File: config.mk
export PLATFORM = sky130hd
export DESIGN_NAME = mem_fabric_top
export DESIGN_NICKNAME = d
export VERILOG_FILES = /design/src/logic/fabric_pkg.sv /design/src/logic/bus_arbiter.sv /design/src/logic/addr_decoder.sv /design/src/logic/sram_controller.sv /design/src/logic/mem_fabric_top.sv
export SDC_FILE = /design/constraint.sdc
export NUM_CORES = 1
export LEC_CHECK = 0
export BUFFER_PORTS_ARGS = -buffer_cell sky130_fd_sc_hd__buf_2
export CORE_ASPECT_RATIO = 1.25
export CORE_UTILIZATION = 28
export DETAILED_ROUTE_END_ITERATION = 12
export GPL_TIMING_DRIVEN = 0
export SYNTH_ARGS = -nofsm -noshare
export SYNTH_HDL_FRONTEND = slang
export SYNTH_SLANG_ARGS = --single-unit
File: constraint.sdc
create_clock -name sys_clk -period 3.25 [get_ports sys_clk]
set_input_delay 0.4875 -clock sys_clk [delete_from_list [all_inputs] [get_ports sys_clk]]
set_output_delay 0.4875 -clock sys_clk [all_outputs]
set_load 0.05 [all_outputs]
File: src/logic/fabric_pkg.sv
package fabric_pkg;

    // Bus geometry
    localparam int ADDR_W      = 32;
    localparam int DATA_W      = 32;
    localparam int SEL_W       = DATA_W / 8;
    localparam int SRAM_ADDR_W = 20;  // Word address into one 4 MiB chip

    typedef logic [ADDR_W-1:0]      addr_t;
    typedef logic [DATA_W-1:0]      data_t;
    typedef logic [SEL_W-1:0]       sel_t;
    typedef logic [SRAM_ADDR_W-1:0] sram_addr_t;

    // Address map
    localparam addr_t BASE_RAM_BASE = 32'h8000_0000;
    localparam addr_t EXT_RAM_BASE  = 32'h8040_0000;
    localparam addr_t RAM_MASK      = 32'hFFC0_0000;  // 4 MiB windows

    // SRAM timing in sys_clk cycles with the strobes held low
    localparam int SRAM_ACCESS_CYCLES = 2;

    // Access counter sized to hold the last access cycle index
    localparam int SRAM_CNT_W = $clog2(SRAM_ACCESS_CYCLES + 1);
    localparam logic [SRAM_CNT_W-1:0] SRAM_LAST_CNT = SRAM_CNT_W'(SRAM_ACCESS_CYCLES - 1);

endpackage

File: src/logic/bus_arbiter.sv
module bus_arbiter (
    input  logic              sys_clk,
    input  logic              sys_rst,

    // Instruction port, read only
    input  logic              inst_cyc_i,
    input  logic              inst_stb_i,
    input  fabric_pkg::addr_t inst_adr_i,
    output fabric_pkg::data_t inst_dat_o,
    output logic              inst_ack_o,
    output logic              inst_err_o,

    // Data port
    input  logic              data_cyc_i,
    input  logic              data_stb_i,
    input  logic              data_we_i,
    input  fabric_pkg::sel_t  data_sel_i,
    input  fabric_pkg::addr_t data_adr_i,
    input  fabric_pkg::data_t data_dat_i,
    output fabric_pkg::data_t data_dat_o,
    output logic              data_ack_o,
    output logic              data_err_o,

    // Shared master side towards the decoder
    output logic              m_cyc_o,
    output logic              m_stb_o,
    output logic              m_we_o,
    output fabric_pkg::sel_t  m_sel_o,
    output fabric_pkg::addr_t m_adr_o,
    output fabric_pkg::data_t m_dat_o,
    input  fabric_pkg::data_t m_dat_i,
    input  logic              m_ack_i,
    input  logic              m_err_i
);

    logic data_req;
    logic inst_req;
    logic gnt_busy;     // Bus owned for the current cycle
    logic gnt_is_data;  // Owner when busy
    logic gnt_data;
    logic gnt_inst;

    assign data_req = data_cyc_i & data_stb_i;
    assign inst_req = inst_cyc_i & inst_stb_i;
    assign gnt_data = gnt_busy & gnt_is_data;
    assign gnt_inst = gnt_busy & ~gnt_is_data;

    // Grant is locked until the owner sees ack or err
    always_ff @(posedge sys_clk or posedge sys_rst) begin
        if (sys_rst) begin
            gnt_busy    <= 1'b0;
            gnt_is_data <= 1'b0;
        end else if (!gnt_busy) begin
            if (data_req || inst_req) begin
                gnt_busy    <= 1'b1;
                gnt_is_data <= data_req;  // Data port wins ties
            end
        end else if (m_ack_i || m_err_i) begin
            gnt_busy <= 1'b0;
        end
    end

    always_comb begin
        m_cyc_o = 1'b0;
        m_stb_o = 1'b0;
        m_we_o  = 1'b0;
        m_sel_o = '1;
        m_adr_o = inst_adr_i;
        m_dat_o = data_dat_i;
        if (gnt_data) begin
            m_cyc_o = data_cyc_i;
            m_stb_o = data_stb_i;
            m_we_o  = data_we_i;
            m_sel_o = data_sel_i;
            m_adr_o = data_adr_i;
        end else if (gnt_inst) begin
            m_cyc_o = inst_cyc_i;
            m_stb_o = inst_stb_i;  // Full word fetch, never a write
        end
    end

    // Responses go to the owner only
    assign data_dat_o = gnt_data ? m_dat_i : '0;
    assign data_ack_o = gnt_data & m_ack_i;
    assign data_err_o = gnt_data & m_err_i;
    assign inst_dat_o = gnt_inst ? m_dat_i : '0;
    assign inst_ack_o = gnt_inst & m_ack_i;
    assign inst_err_o = gnt_inst & m_err_i;

endmodule

File: src/logic/addr_decoder.sv
module addr_decoder (
    input  logic                   sys_clk,
    input  logic                   sys_rst,

    // Master side from the arbiter
    input  logic                   m_cyc_i,
    input  logic                   m_stb_i,
    input  logic                   m_we_i,
    input  fabric_pkg::sel_t       m_sel_i,
    input  fabric_pkg::addr_t      m_adr_i,
    input  fabric_pkg::data_t      m_dat_i,
    output fabric_pkg::data_t      m_dat_o,
    output logic                   m_ack_o,
    output logic                   m_err_o,

    // Slave 0, base RAM
    output logic                   s0_cyc_o,
    output logic                   s0_stb_o,
    output logic                   s0_we_o,
    output fabric_pkg::sel_t       s0_sel_o,
    output fabric_pkg::sram_addr_t s0_adr_o,
    output fabric_pkg::data_t      s0_dat_o,
    input  fabric_pkg::data_t      s0_dat_i,
    input  logic                   s0_ack_i,

    // Slave 1, ext RAM
    output logic                   s1_cyc_o,
    output logic                   s1_stb_o,
    output logic                   s1_we_o,
    output fabric_pkg::sel_t       s1_sel_o,
    output fabric_pkg::sram_addr_t s1_adr_o,
    output fabric_pkg::data_t      s1_dat_o,
    input  fabric_pkg::data_t      s1_dat_i,
    input  logic                   s1_ack_i
);

    logic                   hit_base;
    logic                   hit_ext;
    logic                   err_q;
    fabric_pkg::sram_addr_t word_adr;

    assign hit_base = (m_adr_i & fabric_pkg::RAM_MASK) == fabric_pkg::BASE_RAM_BASE;
    assign hit_ext  = (m_adr_i & fabric_pkg::RAM_MASK) == fabric_pkg::EXT_RAM_BASE;
    assign word_adr = m_adr_i[fabric_pkg::SRAM_ADDR_W+1:2];  // Drop byte offset

    // Only the selected slave sees the strobe
    assign s0_cyc_o = m_cyc_i & hit_base;
    assign s0_stb_o = m_stb_i & hit_base;
    assign s0_we_o  = m_we_i;
    assign s0_sel_o = m_sel_i;
    assign s0_adr_o = word_adr;
    assign s0_dat_o = m_dat_i;

    assign s1_cyc_o = m_cyc_i & hit_ext;
    assign s1_stb_o = m_stb_i & hit_ext;
    assign s1_we_o  = m_we_i;
    assign s1_sel_o = m_sel_i;
    assign s1_adr_o = word_adr;
    assign s1_dat_o = m_dat_i;

    assign m_dat_o = hit_ext ? s1_dat_i : s0_dat_i;
    assign m_ack_o = (hit_base & s0_ack_i) | (hit_ext & s1_ack_i);
    assign m_err_o = err_q;

    // Unmapped access gets a single err pulse
    always_ff @(posedge sys_clk or posedge sys_rst) begin
        if (sys_rst) begin
            err_q <= 1'b0;
        end else begin
            err_q <= m_cyc_i && m_stb_i && !hit_base && !hit_ext && !err_q;
        end
    end

endmodule

File: src/logic/sram_controller.sv
module sram_controller (
    input  logic                   sys_clk,
    input  logic                   sys_rst,

    // Bus slave side
    input  logic                   cyc_i,
    input  logic                   stb_i,
    input  logic                   we_i,
    input  fabric_pkg::sel_t       sel_i,
    input  fabric_pkg::sram_addr_t adr_i,
    input  fabric_pkg::data_t      dat_i,
    output fabric_pkg::data_t      dat_o,
    output logic                   ack_o,

    // Asynchronous SRAM pins
    output fabric_pkg::sram_addr_t sram_addr_o,
    input  fabric_pkg::data_t      sram_data_i,
    output fabric_pkg::data_t      sram_data_o,
    output logic                   sram_data_oe_o,
    output logic                   sram_ce_n_o,
    output logic                   sram_oe_n_o,
    output logic                   sram_we_n_o,
    output fabric_pkg::sel_t       sram_be_n_o
);

    typedef enum logic [1:0] {
        ST_IDLE,
        ST_ACCESS,
        ST_DONE,
        ST_WAIT
    } state_t;

    state_t                            state;
    logic [fabric_pkg::SRAM_CNT_W-1:0] acc_cnt;
    logic                              start;
    logic                              last_cycle;

    assign start      = (state == ST_IDLE) && cyc_i && stb_i;
    assign last_cycle = (state == ST_ACCESS) && (acc_cnt == fabric_pkg::SRAM_LAST_CNT);

    always_ff @(posedge sys_clk or posedge sys_rst) begin
        if (sys_rst) begin
            state       <= ST_IDLE;
            acc_cnt     <= '0;
            sram_ce_n_o <= 1'b1;
            sram_oe_n_o <= 1'b1;
            sram_we_n_o <= 1'b1;
        end else begin
            case (state)
                ST_IDLE: begin
                    if (start) begin
                        state       <= ST_ACCESS;
                        acc_cnt     <= '0;
                        sram_ce_n_o <= 1'b0;
                        sram_oe_n_o <= we_i;   // Read drives oe_n
                        sram_we_n_o <= !we_i;  // Write drives we_n
                    end
                end
                ST_ACCESS: begin
                    if (last_cycle) begin
                        state       <= ST_DONE;
                        sram_ce_n_o <= 1'b1;
                        sram_oe_n_o <= 1'b1;
                        sram_we_n_o <= 1'b1;
                    end else begin
                        acc_cnt <= acc_cnt + 1'b1;
                    end
                end
                ST_DONE: state <= ST_WAIT;  // Ack cycle
                ST_WAIT: begin
                    // Hold off until the master drops stb
                    if (!stb_i) begin
                        state <= ST_IDLE;
                    end
                end
                default: state <= ST_IDLE;
            endcase
        end
    end

    // Latched request payload
    always_ff @(posedge sys_clk) begin
        if (start) begin
            sram_addr_o <= adr_i;
            sram_be_n_o <= ~sel_i;
            sram_data_o <= dat_i;
        end
    end

    // Read data sampled as the access ends
    always_ff @(posedge sys_clk) begin
        if (last_cycle && !sram_oe_n_o) begin
            dat_o <= sram_data_i;
        end
    end

    assign ack_o          = (state == ST_DONE);
    assign sram_data_oe_o = !sram_we_n_o;  // Drive the pins only during a write

endmodule

File: src/logic/mem_fabric_top.sv
module mem_fabric_top (
    input  logic                   sys_clk,
    input  logic                   sys_rst,

    // Instruction port
    input  logic                   inst_cyc_i,
    input  logic                   inst_stb_i,
    input  fabric_pkg::addr_t      inst_adr_i,
    output fabric_pkg::data_t      inst_dat_o,
    output logic                   inst_ack_o,
    output logic                   inst_err_o,

    // Data port
    input  logic                   data_cyc_i,
    input  logic                   data_stb_i,
    input  logic                   data_we_i,
    input  fabric_pkg::sel_t       data_sel_i,
    input  fabric_pkg::addr_t      data_adr_i,
    input  fabric_pkg::data_t      data_dat_i,
    output fabric_pkg::data_t      data_dat_o,
    output logic                   data_ack_o,
    output logic                   data_err_o,

    // Base RAM pins
    output fabric_pkg::sram_addr_t base_ram_addr_o,
    input  fabric_pkg::data_t      base_ram_data_i,
    output fabric_pkg::data_t      base_ram_data_o,
    output logic                   base_ram_data_oe_o,
    output logic                   base_ram_ce_n_o,
    output logic                   base_ram_oe_n_o,
    output logic                   base_ram_we_n_o,
    output fabric_pkg::sel_t       base_ram_be_n_o,

    // Ext RAM pins
    output fabric_pkg::sram_addr_t ext_ram_addr_o,
    input  fabric_pkg::data_t      ext_ram_data_i,
    output fabric_pkg::data_t      ext_ram_data_o,
    output logic                   ext_ram_data_oe_o,
    output logic                   ext_ram_ce_n_o,
    output logic                   ext_ram_oe_n_o,
    output logic                   ext_ram_we_n_o,
    output fabric_pkg::sel_t       ext_ram_be_n_o
);

    // Arbiter to decoder
    logic                   m_cyc, m_stb, m_we, m_ack, m_err;
    fabric_pkg::sel_t       m_sel;
    fabric_pkg::addr_t      m_adr;
    fabric_pkg::data_t      m_wdat, m_rdat;

    // Decoder to controllers
    logic                   s0_cyc, s0_stb, s0_we, s0_ack;
    logic                   s1_cyc, s1_stb, s1_we, s1_ack;
    fabric_pkg::sel_t       s0_sel, s1_sel;
    fabric_pkg::sram_addr_t s0_adr, s1_adr;
    fabric_pkg::data_t      s0_wdat, s0_rdat, s1_wdat, s1_rdat;

    bus_arbiter i_arbiter (
        .sys_clk    (sys_clk),
        .sys_rst    (sys_rst),
        .inst_cyc_i (inst_cyc_i),
        .inst_stb_i (inst_stb_i),
        .inst_adr_i (inst_adr_i),
        .inst_dat_o (inst_dat_o),
        .inst_ack_o (inst_ack_o),
        .inst_err_o (inst_err_o),
        .data_cyc_i (data_cyc_i),
        .data_stb_i (data_stb_i),
        .data_we_i  (data_we_i),
        .data_sel_i (data_sel_i),
        .data_adr_i (data_adr_i),
        .data_dat_i (data_dat_i),
        .data_dat_o (data_dat_o),
        .data_ack_o (data_ack_o),
        .data_err_o (data_err_o),
        .m_cyc_o    (m_cyc),
        .m_stb_o    (m_stb),
        .m_we_o     (m_we),
        .m_sel_o    (m_sel),
        .m_adr_o    (m_adr),
        .m_dat_o    (m_wdat),
        .m_dat_i    (m_rdat),
        .m_ack_i    (m_ack),
        .m_err_i    (m_err)
    );

    addr_decoder i_decoder (
        .sys_clk  (sys_clk),
        .sys_rst  (sys_rst),
        .m_cyc_i  (m_cyc),
        .m_stb_i  (m_stb),
        .m_we_i   (m_we),
        .m_sel_i  (m_sel),
        .m_adr_i  (m_adr),
        .m_dat_i  (m_wdat),
        .m_dat_o  (m_rdat),
        .m_ack_o  (m_ack),
        .m_err_o  (m_err),
        .s0_cyc_o (s0_cyc),
        .s0_stb_o (s0_stb),
        .s0_we_o  (s0_we),
        .s0_sel_o (s0_sel),
        .s0_adr_o (s0_adr),
        .s0_dat_o (s0_wdat),
        .s0_dat_i (s0_rdat),
        .s0_ack_i (s0_ack),
        .s1_cyc_o (s1_cyc),
        .s1_stb_o (s1_stb),
        .s1_we_o  (s1_we),
        .s1_sel_o (s1_sel),
        .s1_adr_o (s1_adr),
        .s1_dat_o (s1_wdat),
        .s1_dat_i (s1_rdat),
        .s1_ack_i (s1_ack)
    );

    // Base window at 0x8000_0000
    sram_controller i_base_ctrl (
        .sys_clk        (sys_clk),
        .sys_rst        (sys_rst),
        .cyc_i          (s0_cyc),
        .stb_i          (s0_stb),
        .we_i           (s0_we),
        .sel_i          (s0_sel),
        .adr_i          (s0_adr),
        .dat_i          (s0_wdat),
        .dat_o          (s0_rdat),
        .ack_o          (s0_ack),
        .sram_addr_o    (base_ram_addr_o),
        .sram_data_i    (base_ram_data_i),
        .sram_data_o    (base_ram_data_o),
        .sram_data_oe_o (base_ram_data_oe_o),
        .sram_ce_n_o    (base_ram_ce_n_o),
        .sram_oe_n_o    (base_ram_oe_n_o),
        .sram_we_n_o    (base_ram_we_n_o),
        .sram_be_n_o    (base_ram_be_n_o)
    );

    // Ext window at 0x8040_0000
    sram_controller i_ext_ctrl (
        .sys_clk        (sys_clk),
        .sys_rst        (sys_rst),
        .cyc_i          (s1_cyc),
        .stb_i          (s1_stb),
        .we_i           (s1_we),
        .sel_i          (s1_sel),
        .adr_i          (s1_adr),
        .dat_i          (s1_wdat),
        .dat_o          (s1_rdat),
        .ack_o          (s1_ack),
        .sram_addr_o    (ext_ram_addr_o),
        .sram_data_i    (ext_ram_data_i),
        .sram_data_o    (ext_ram_data_o),
        .sram_data_oe_o (ext_ram_data_oe_o),
        .sram_ce_n_o    (ext_ram_ce_n_o),
        .sram_oe_n_o    (ext_ram_oe_n_o),
        .sram_we_n_o    (ext_ram_we_n_o),
        .sram_be_n_o    (ext_ram_be_n_o)
    );

endmodule

# Word level (Yosys, flattened, before mapping)
# Index checks and enable logic that the tools add are counted.
[totals]
out_inout_bits = 188
in_bits = 171
ram_bits = 0
word_cells = 133
rom_bits = 0
latchBits = 0
mem_count = 0
reg_bits = 193
[classes]
muxes = 41
multipliers = 0
eq_ne = 18
div = 0
shifts = 0
addsub = 2
n_bitwise = 18
n_lt_le_gt_ge = 0
n_reduce_logical = 33
[op_table]
columns = ["cell", "n"]
rows = [
  ["2-to-1 mux 32 bit", 4],
  ["equality test 10 bit, second input constant", 2],
  ["2-to-1 mux 2 bit", 10],
  ["AND reduction 3 bit", 6],
  ["2-to-1 mux 1 bit", 16],
  ["case mux 2 bit (4 select lines)", 2],
  ["bitwise AND 1 bit", 14],
  ["logical AND 1 bit", 12],
  ["case mux 1 bit (2 select lines)", 6],
  ["equality test 2 x 1 -> 1 bit, second input constant", 4],
  ["equality test 2 bit, second input constant", 4],
  ["zero test 1 bit", 8],
  ["!= test 2 x 1 -> 1 bit, second input constant", 4],
  ["!= test 2 bit, second input constant", 4],
  ["case mux 2 bit (2 select lines)", 2],
  ["adder 2 x 1 -> 2 bit, second input constant", 2],
  ["zero test 2 bit", 2],
  ["2-to-1 mux 4 bit", 1],
  ["inverter 4 bit", 1],
  ["nonzero test 2 bit", 2],
  ["logical OR 1 bit", 2],
  ["inverter 1 bit", 2],
  ["AND reduction 2 bit", 1],
  ["OR 1 bit", 1],
]

# Logic depth before layout (Yosys ltp)
[logic_depth]
ltp_word = 9
mapped_depth = 8
ltp_nobuf = 7

# Hierarchy
# Synthesis repeated with hierarchy kept, for this count alone.
[unflattened]
hier_cells = 620
hier_area_um2 = 9198.8
[by_module_without_submodules]
columns = ["mod", "area_per_inst_um2", "n_inst", "cells_each", "seq_area_each_um2"]
rows = [
  ["sram_controller", 3156.8, 2, 145, 2821.5],
  ["addr_decoder", 1507.7, 1, 164, 25.0],
  ["bus_arbiter", 1377.6, 1, 166, 50.0],
]

# Least setup slack after synthesis
# Ideal clock, no wire load.
[synth_path]
kind = "input port to flip-flop"
from = "in inst_adr_i[28]"
to = "reg i_ext_ctrl.sram_addr_o[0] (enable)"
setup_time_ps = 419
n_path_buf = 0
setup_slack_ps = 59
stages = 4
t_required_ps = 2831
t_arrival_ps = 2772
path_cell_list = "nor4b_2 > nand4_2 > a211oi_4 > and2_1"
[synth_between]
elab_chain_len = 5
word_cells_on_any_way = 6
cone_classes = "eq/ne (1); mux (1); bitwise (2); reduce/logical (2)"
[synth_lines]
columns = ["element", "line", "rtl"]
rows = [
  ["start, declared", "mem_fabric_top.sv:8", "input fabric_pkg::addr_t inst_adr_i,"],
  ["2-to-1 mux 32 bit *", "bus_arbiter.sv:70", "if (gnt_data) begin"],
  ["equality test 10 bit *", "addr_decoder.sv:43", "assign hit_ext = (m_adr_i & fabric_pkg::RAM_MASK) == fabric_pkg::EXT_RAM_BASE;"],
  ["bitwise AND 1 bit", "addr_decoder.sv:54", "assign s1_cyc_o = m_cyc_i & hit_ext;"],
  ["logical AND 1 bit", "sram_controller.sv:38", "assign start = (state == ST_IDLE) && cyc_i && stb_i;"],
  ["logical AND 1 bit *", "sram_controller.sv:38", ""],
  ["named net i_ext_ctrl.start", "sram_controller.sv:35", "logic start;"],
  ["end signal, assigned", "sram_controller.sv:84", "sram_addr_o <= adr_i;"],
  ["end, declared", "sram_controller.sv:16", "output fabric_pkg::sram_addr_t sram_addr_o,"],
]
# The timed path passes the listed nets; every way through them passes the cells marked *.
# A chain may end at the register's enable or synchronous reset.

# Worst setup path after layout
[layout_path]
from = "reg i_arbiter.gnt_busy"
to = "out inst_dat_o[30]"
[layout_between]
elab_chain_len = 5
word_cells_on_any_way = 6
cone_classes = "eq/ne (1); mux (3); bitwise (2)"
[layout_lines]
columns = ["element", "line", "rtl"]
rows = [
  ["start, declared", "bus_arbiter.sv:38", "logic gnt_busy;"],
  ["start signal, assigned", "bus_arbiter.sv:51", "gnt_busy <= 1'b0;"],
  ["start signal, assigned", "bus_arbiter.sv:55", "gnt_busy <= 1'b1;"],
  ["start signal, assigned", "bus_arbiter.sv:59", "gnt_busy <= 1'b0;"],
  ["bitwise AND 1 bit", "bus_arbiter.sv:45", "assign gnt_data = gnt_busy & gnt_is_data;"],
  ["2-to-1 mux 32 bit", "bus_arbiter.sv:70", ""],
  ["equality test 10 bit", "addr_decoder.sv:43", ""],
  ["2-to-1 mux 32 bit", "addr_decoder.sv:61", "assign m_dat_o = hit_ext ? s1_dat_i : s0_dat_i;"],
  ["2-to-1 mux 32 bit *", "bus_arbiter.sv:86", "assign inst_dat_o = gnt_inst ? m_dat_i : '0;"],
  ["end, declared", "mem_fabric_top.sv:9", "output fabric_pkg::data_t inst_dat_o,"],
]
# Mark *: on every way between the ends. The rest lies on a longest branch, timed or not.

==> results.sh <==
export IMPL_p_leak_nw=4.28
export IMPL_finalHoldViolCount=0
export IMPL_timing_rr_start="i_arbiter.gnt_busy"
export IMPL_numCtsBuffers=17
export IMPL_cp_max_fo=10
export IMPL_die_height_um=186
export IMPL_drt_wl_total_mm=19.2
export IMPL_pin_count=359
export IMPL_synth_distinct_cells=53
export IMPL_synth_top_area_frac=0.700
export IMPL_grt_total_usage=0.137
export IMPL_max_stage_delay_ps=370
export IMPL_yosysWarnings=0
export IMPL_grt_pass1_wl_mm=27.7
export IMPL_start_util=0.288
export IMPL_dieArea_um2=27600
export IMPL_grt_pass1_vias=4881
export IMPL_cts_hold_buf=0
export IMPL_wl_per_cell_um=16.1
export IMPL_ir_drop_v=0.000466
export IMPL_syn_num_nets=641
export IMPL_drt_iter0_drc=186
export IMPL_drv_cap=0
export IMPL_clk_latency_ps=440
export IMPL_syn_area_per_cell_um2=16.4
export IMPL_fin_nets=1020
export IMPL_finalMaxSlewViolations=0
export IMPL_grt_overflow=0
export IMPL_clockBufferDepth=2
export IMPL_clk_pin_slew_worst_paths_ps=70
export IMPL_arrival_ps=2580
export IMPL_cts_tree="built"
export IMPL_antenna_left=0
export IMPL_period_share=0.945
export IMPL_p_total_mw=8.08
export IMPL_synthCells=460
export IMPL_grt_max_degree=39
export IMPL_final_common_cell="buf_2"
export IMPL_cts_root_buffer="clkbuf_16"
export IMPL_drt_pass1_iterations=4
export IMPL_syn_cell_area_um2=7550
export IMPL_max_slew_margin=0.511
export IMPL_rsz0062_at_grt="no"
export IMPL_placed_cell_area_um2=9850
export IMPL_vias=5071
export IMPL_antenna_cells=0
export IMPL_fmax_mhz=326
export IMPL_crit_path_end_kind="output pin"
export IMPL_clock_sinks=193
export IMPL_crit_slowest_cell="dfrtp_1"
export IMPL_core_area_um2=26300
export IMPL_layout_common_cells="355 x buf_2, 176 x edfxtp_1, 82 x nor2_1, 36 x mux2i_1, 20 x mux2_2"
export IMPL_place_inst=1158
export IMPL_fin_cells=1192
export IMPL_syn_to_final_growth_pct=38.4
export IMPL_setup_violations=0
export IMPL_grt_antenna_before_repair=3
export IMPL_portBuffers=354
export IMPL_critPathLaunch="i_arbiter.gnt_busy"
export IMPL_crit_chain="buf_4 > nand2_2 > nand4_2 > a21oi_4 > buf_12 > buf_8 > mux2i_1 > nor2_1 > buf_2"
export IMPL_worstHoldPathType="primary input to asynchronous set/reset pin"
export IMPL_p_per_area_nw_per_um2=773
export IMPL_yosys_top_cells_area="edfxtp_1 70%, mux2i_1 4.8%, nor2_1 4.2%"
export IMPL_drc_errors=0
export IMPL_synth_edf_count=176
export IMPL_crit_required_ps=2760
export IMPL_postLayoutCellArea_um2=10500
export IMPL_yosys_area_top_type="edfxtp_1"
export IMPL_status="finished, final reports clean"
export IMPL_viasPerCell=4.25
export IMPL_crit_type="flop to output pin"
export IMPL_cp_start_kind="flop"
export IMPL_fin_crit_ps=3070
export IMPL_yosys_register_bits=193
export IMPL_synthFlopType="edfxtp_1"
export IMPL_ys_seq_area_frac=0.757
export IMPL_fin_skew_ps=19.1
export IMPL_drive_above_1_share=0.521
export IMPL_dpl_hpwl_mm=14.6
export IMPL_die_x_um=149
export IMPL_h_tree_depth=4
export IMPL_synth_async_reset_ratio=0.0881
export IMPL_rows=66
export IMPL_worst_slew_pin_slew_ps=732
export IMPL_place_congestion=0.752
[critical path, delay by kind of cell (launching register included)]
family                 cells  cell delay, ps
and+or+nand+nor            3             560
buffers and inverters      4             710
AOI/OAI and AO/OA          1             220
DFF                        1             370
muxes                      1             280
[power by group]
| part | total, mW | leakage (nW) | internal, mW | switching [mW] |
|---|---|---|---|---|
| combinational | 3.01 | 2.23 | 0.824 | 2.19 |
| clock | 2.03 | 0.269 | 1.02 | 1.01 |
| sequential | 3.03 | 1.78 | 2.94 | 0.0909 |
[cell type report]
| class | instances | area [µm²] |
|---|---|---|
| Fill cell | 2487 | 15800 |
| Sequential cell | 193 | 5720 |
| Timing Repair Buffer | 360 | 1890 |
| Multi-Input combinational cell | 235 | 1690 |
| Clock buffer | 17 | 425 |
| Tap cell | 340 | 425 |
| Clock inverter | 15 | 140 |
| Buffer | 18 | 109 |
| Inverter | 14 | 52.6 |
[routing by layer]
layer  vias up  global-route usage  routed length (µm)
li1       2474                   -                   -
met1      2303               0.156                7510
met2       267               0.244                9660
met3        21              0.0431                1720
met4         6              0.0408                 221
met5         -                   0                  44
[synthesized netlist by cell type (2+ instances only)]
| library cell | instances |
|---|---|
| edfxtp_1 | 176 |
| o21ai_0 | 5 |
| and3_1 | 2 |
| o22a_1 | 3 |
| mux2_2 | 20 |
| nor2_1 | 84 |
| nand2b_1 | 3 |
| mux2i_1 | 36 |
| nor3_1 | 7 |
| dfstp_2 | 6 |
| a21oi_4 | 2 |
| ha_1 | 10 |
| a211oi_1 | 2 |
| a21oi_1 | 8 |
| mux2_4 | 2 |
| o211ai_1 | 4 |
| and2_1 | 4 |
| or3_1 | 2 |
| clkbuf_1 | 11 |
| dfrtp_1 | 11 |
| buf_1 | 2 |
| inv_1 | 14 |
| nand4_2 | 2 |
| buf_8 | 3 |
| a21boi_0 | 2 |
| nand2_1 | 11 |
| nand3_1 | 2 |
[cells by family after synthesis]
logic type | share of synthesized area
simple gates | 0.0782
compound gates | 0.0441
fa+ha+maj | 0.0166
flops | 0.757
mux | 0.0830
buf+inv | 0.0210
[flip-flops by register name, summed over array words and instances (netlist names), 2 cells and up]
register / flops
i_base_ctrl.acc_cnt: 2
i_base_ctrl.dat_o: 32
i_base_ctrl.sram_addr_o: 20
i_base_ctrl.sram_be_n_o: 4
i_base_ctrl.sram_data_o: 32
i_base_ctrl.state: 2
i_ext_ctrl.acc_cnt: 2
i_ext_ctrl.dat_o: 32
i_ext_ctrl.sram_addr_o: 20
i_ext_ctrl.sram_be_n_o: 4
i_ext_ctrl.sram_data_o: 32
i_ext_ctrl.state: 2
[final timing paths]
path / to / slack, ps / cells after the start
worst max-delay path: inst_dat_o[30] / 180 / 9
worst min register to register: i_decoder.m_err_o / 440 / 1
worst max register to register: i_ext_ctrl.sram_data_o[13] / 570 / 6
max in group asynchronous: i_ext_ctrl.state[0] / 2610 / 2
min in group sys_clk: i_base_ctrl.dat_o[31] / 220 / 1
worst min-delay path: i_base_ctrl.acc_cnt[1] / 170 / 2
[through the flow]
step / TNS (ps) / hold slack, ps / util / setup slack (ps)
6_report: 0 / 169 / 0.398 / 179
5_1_grt: 0 / 193 / 0.398 / 0.391
4_1_cts: 0 / 172 / 0.398 / 76.5
3_5_place_dp: 0 / 431 / 0.375 / 213
3_3_place_gp: -81830 / 427 / 0.371 / -995
2_1_floorplan: 0 / 409 / - / 59.0
[what timing repair did]
action	4_1_cts	5_1_grt
endpoints found under the setup margin	16	10
pin swaps	1	0
resized for setup	1	2
buffers inserted	2	0
Power figures use the tool's default switching activity.
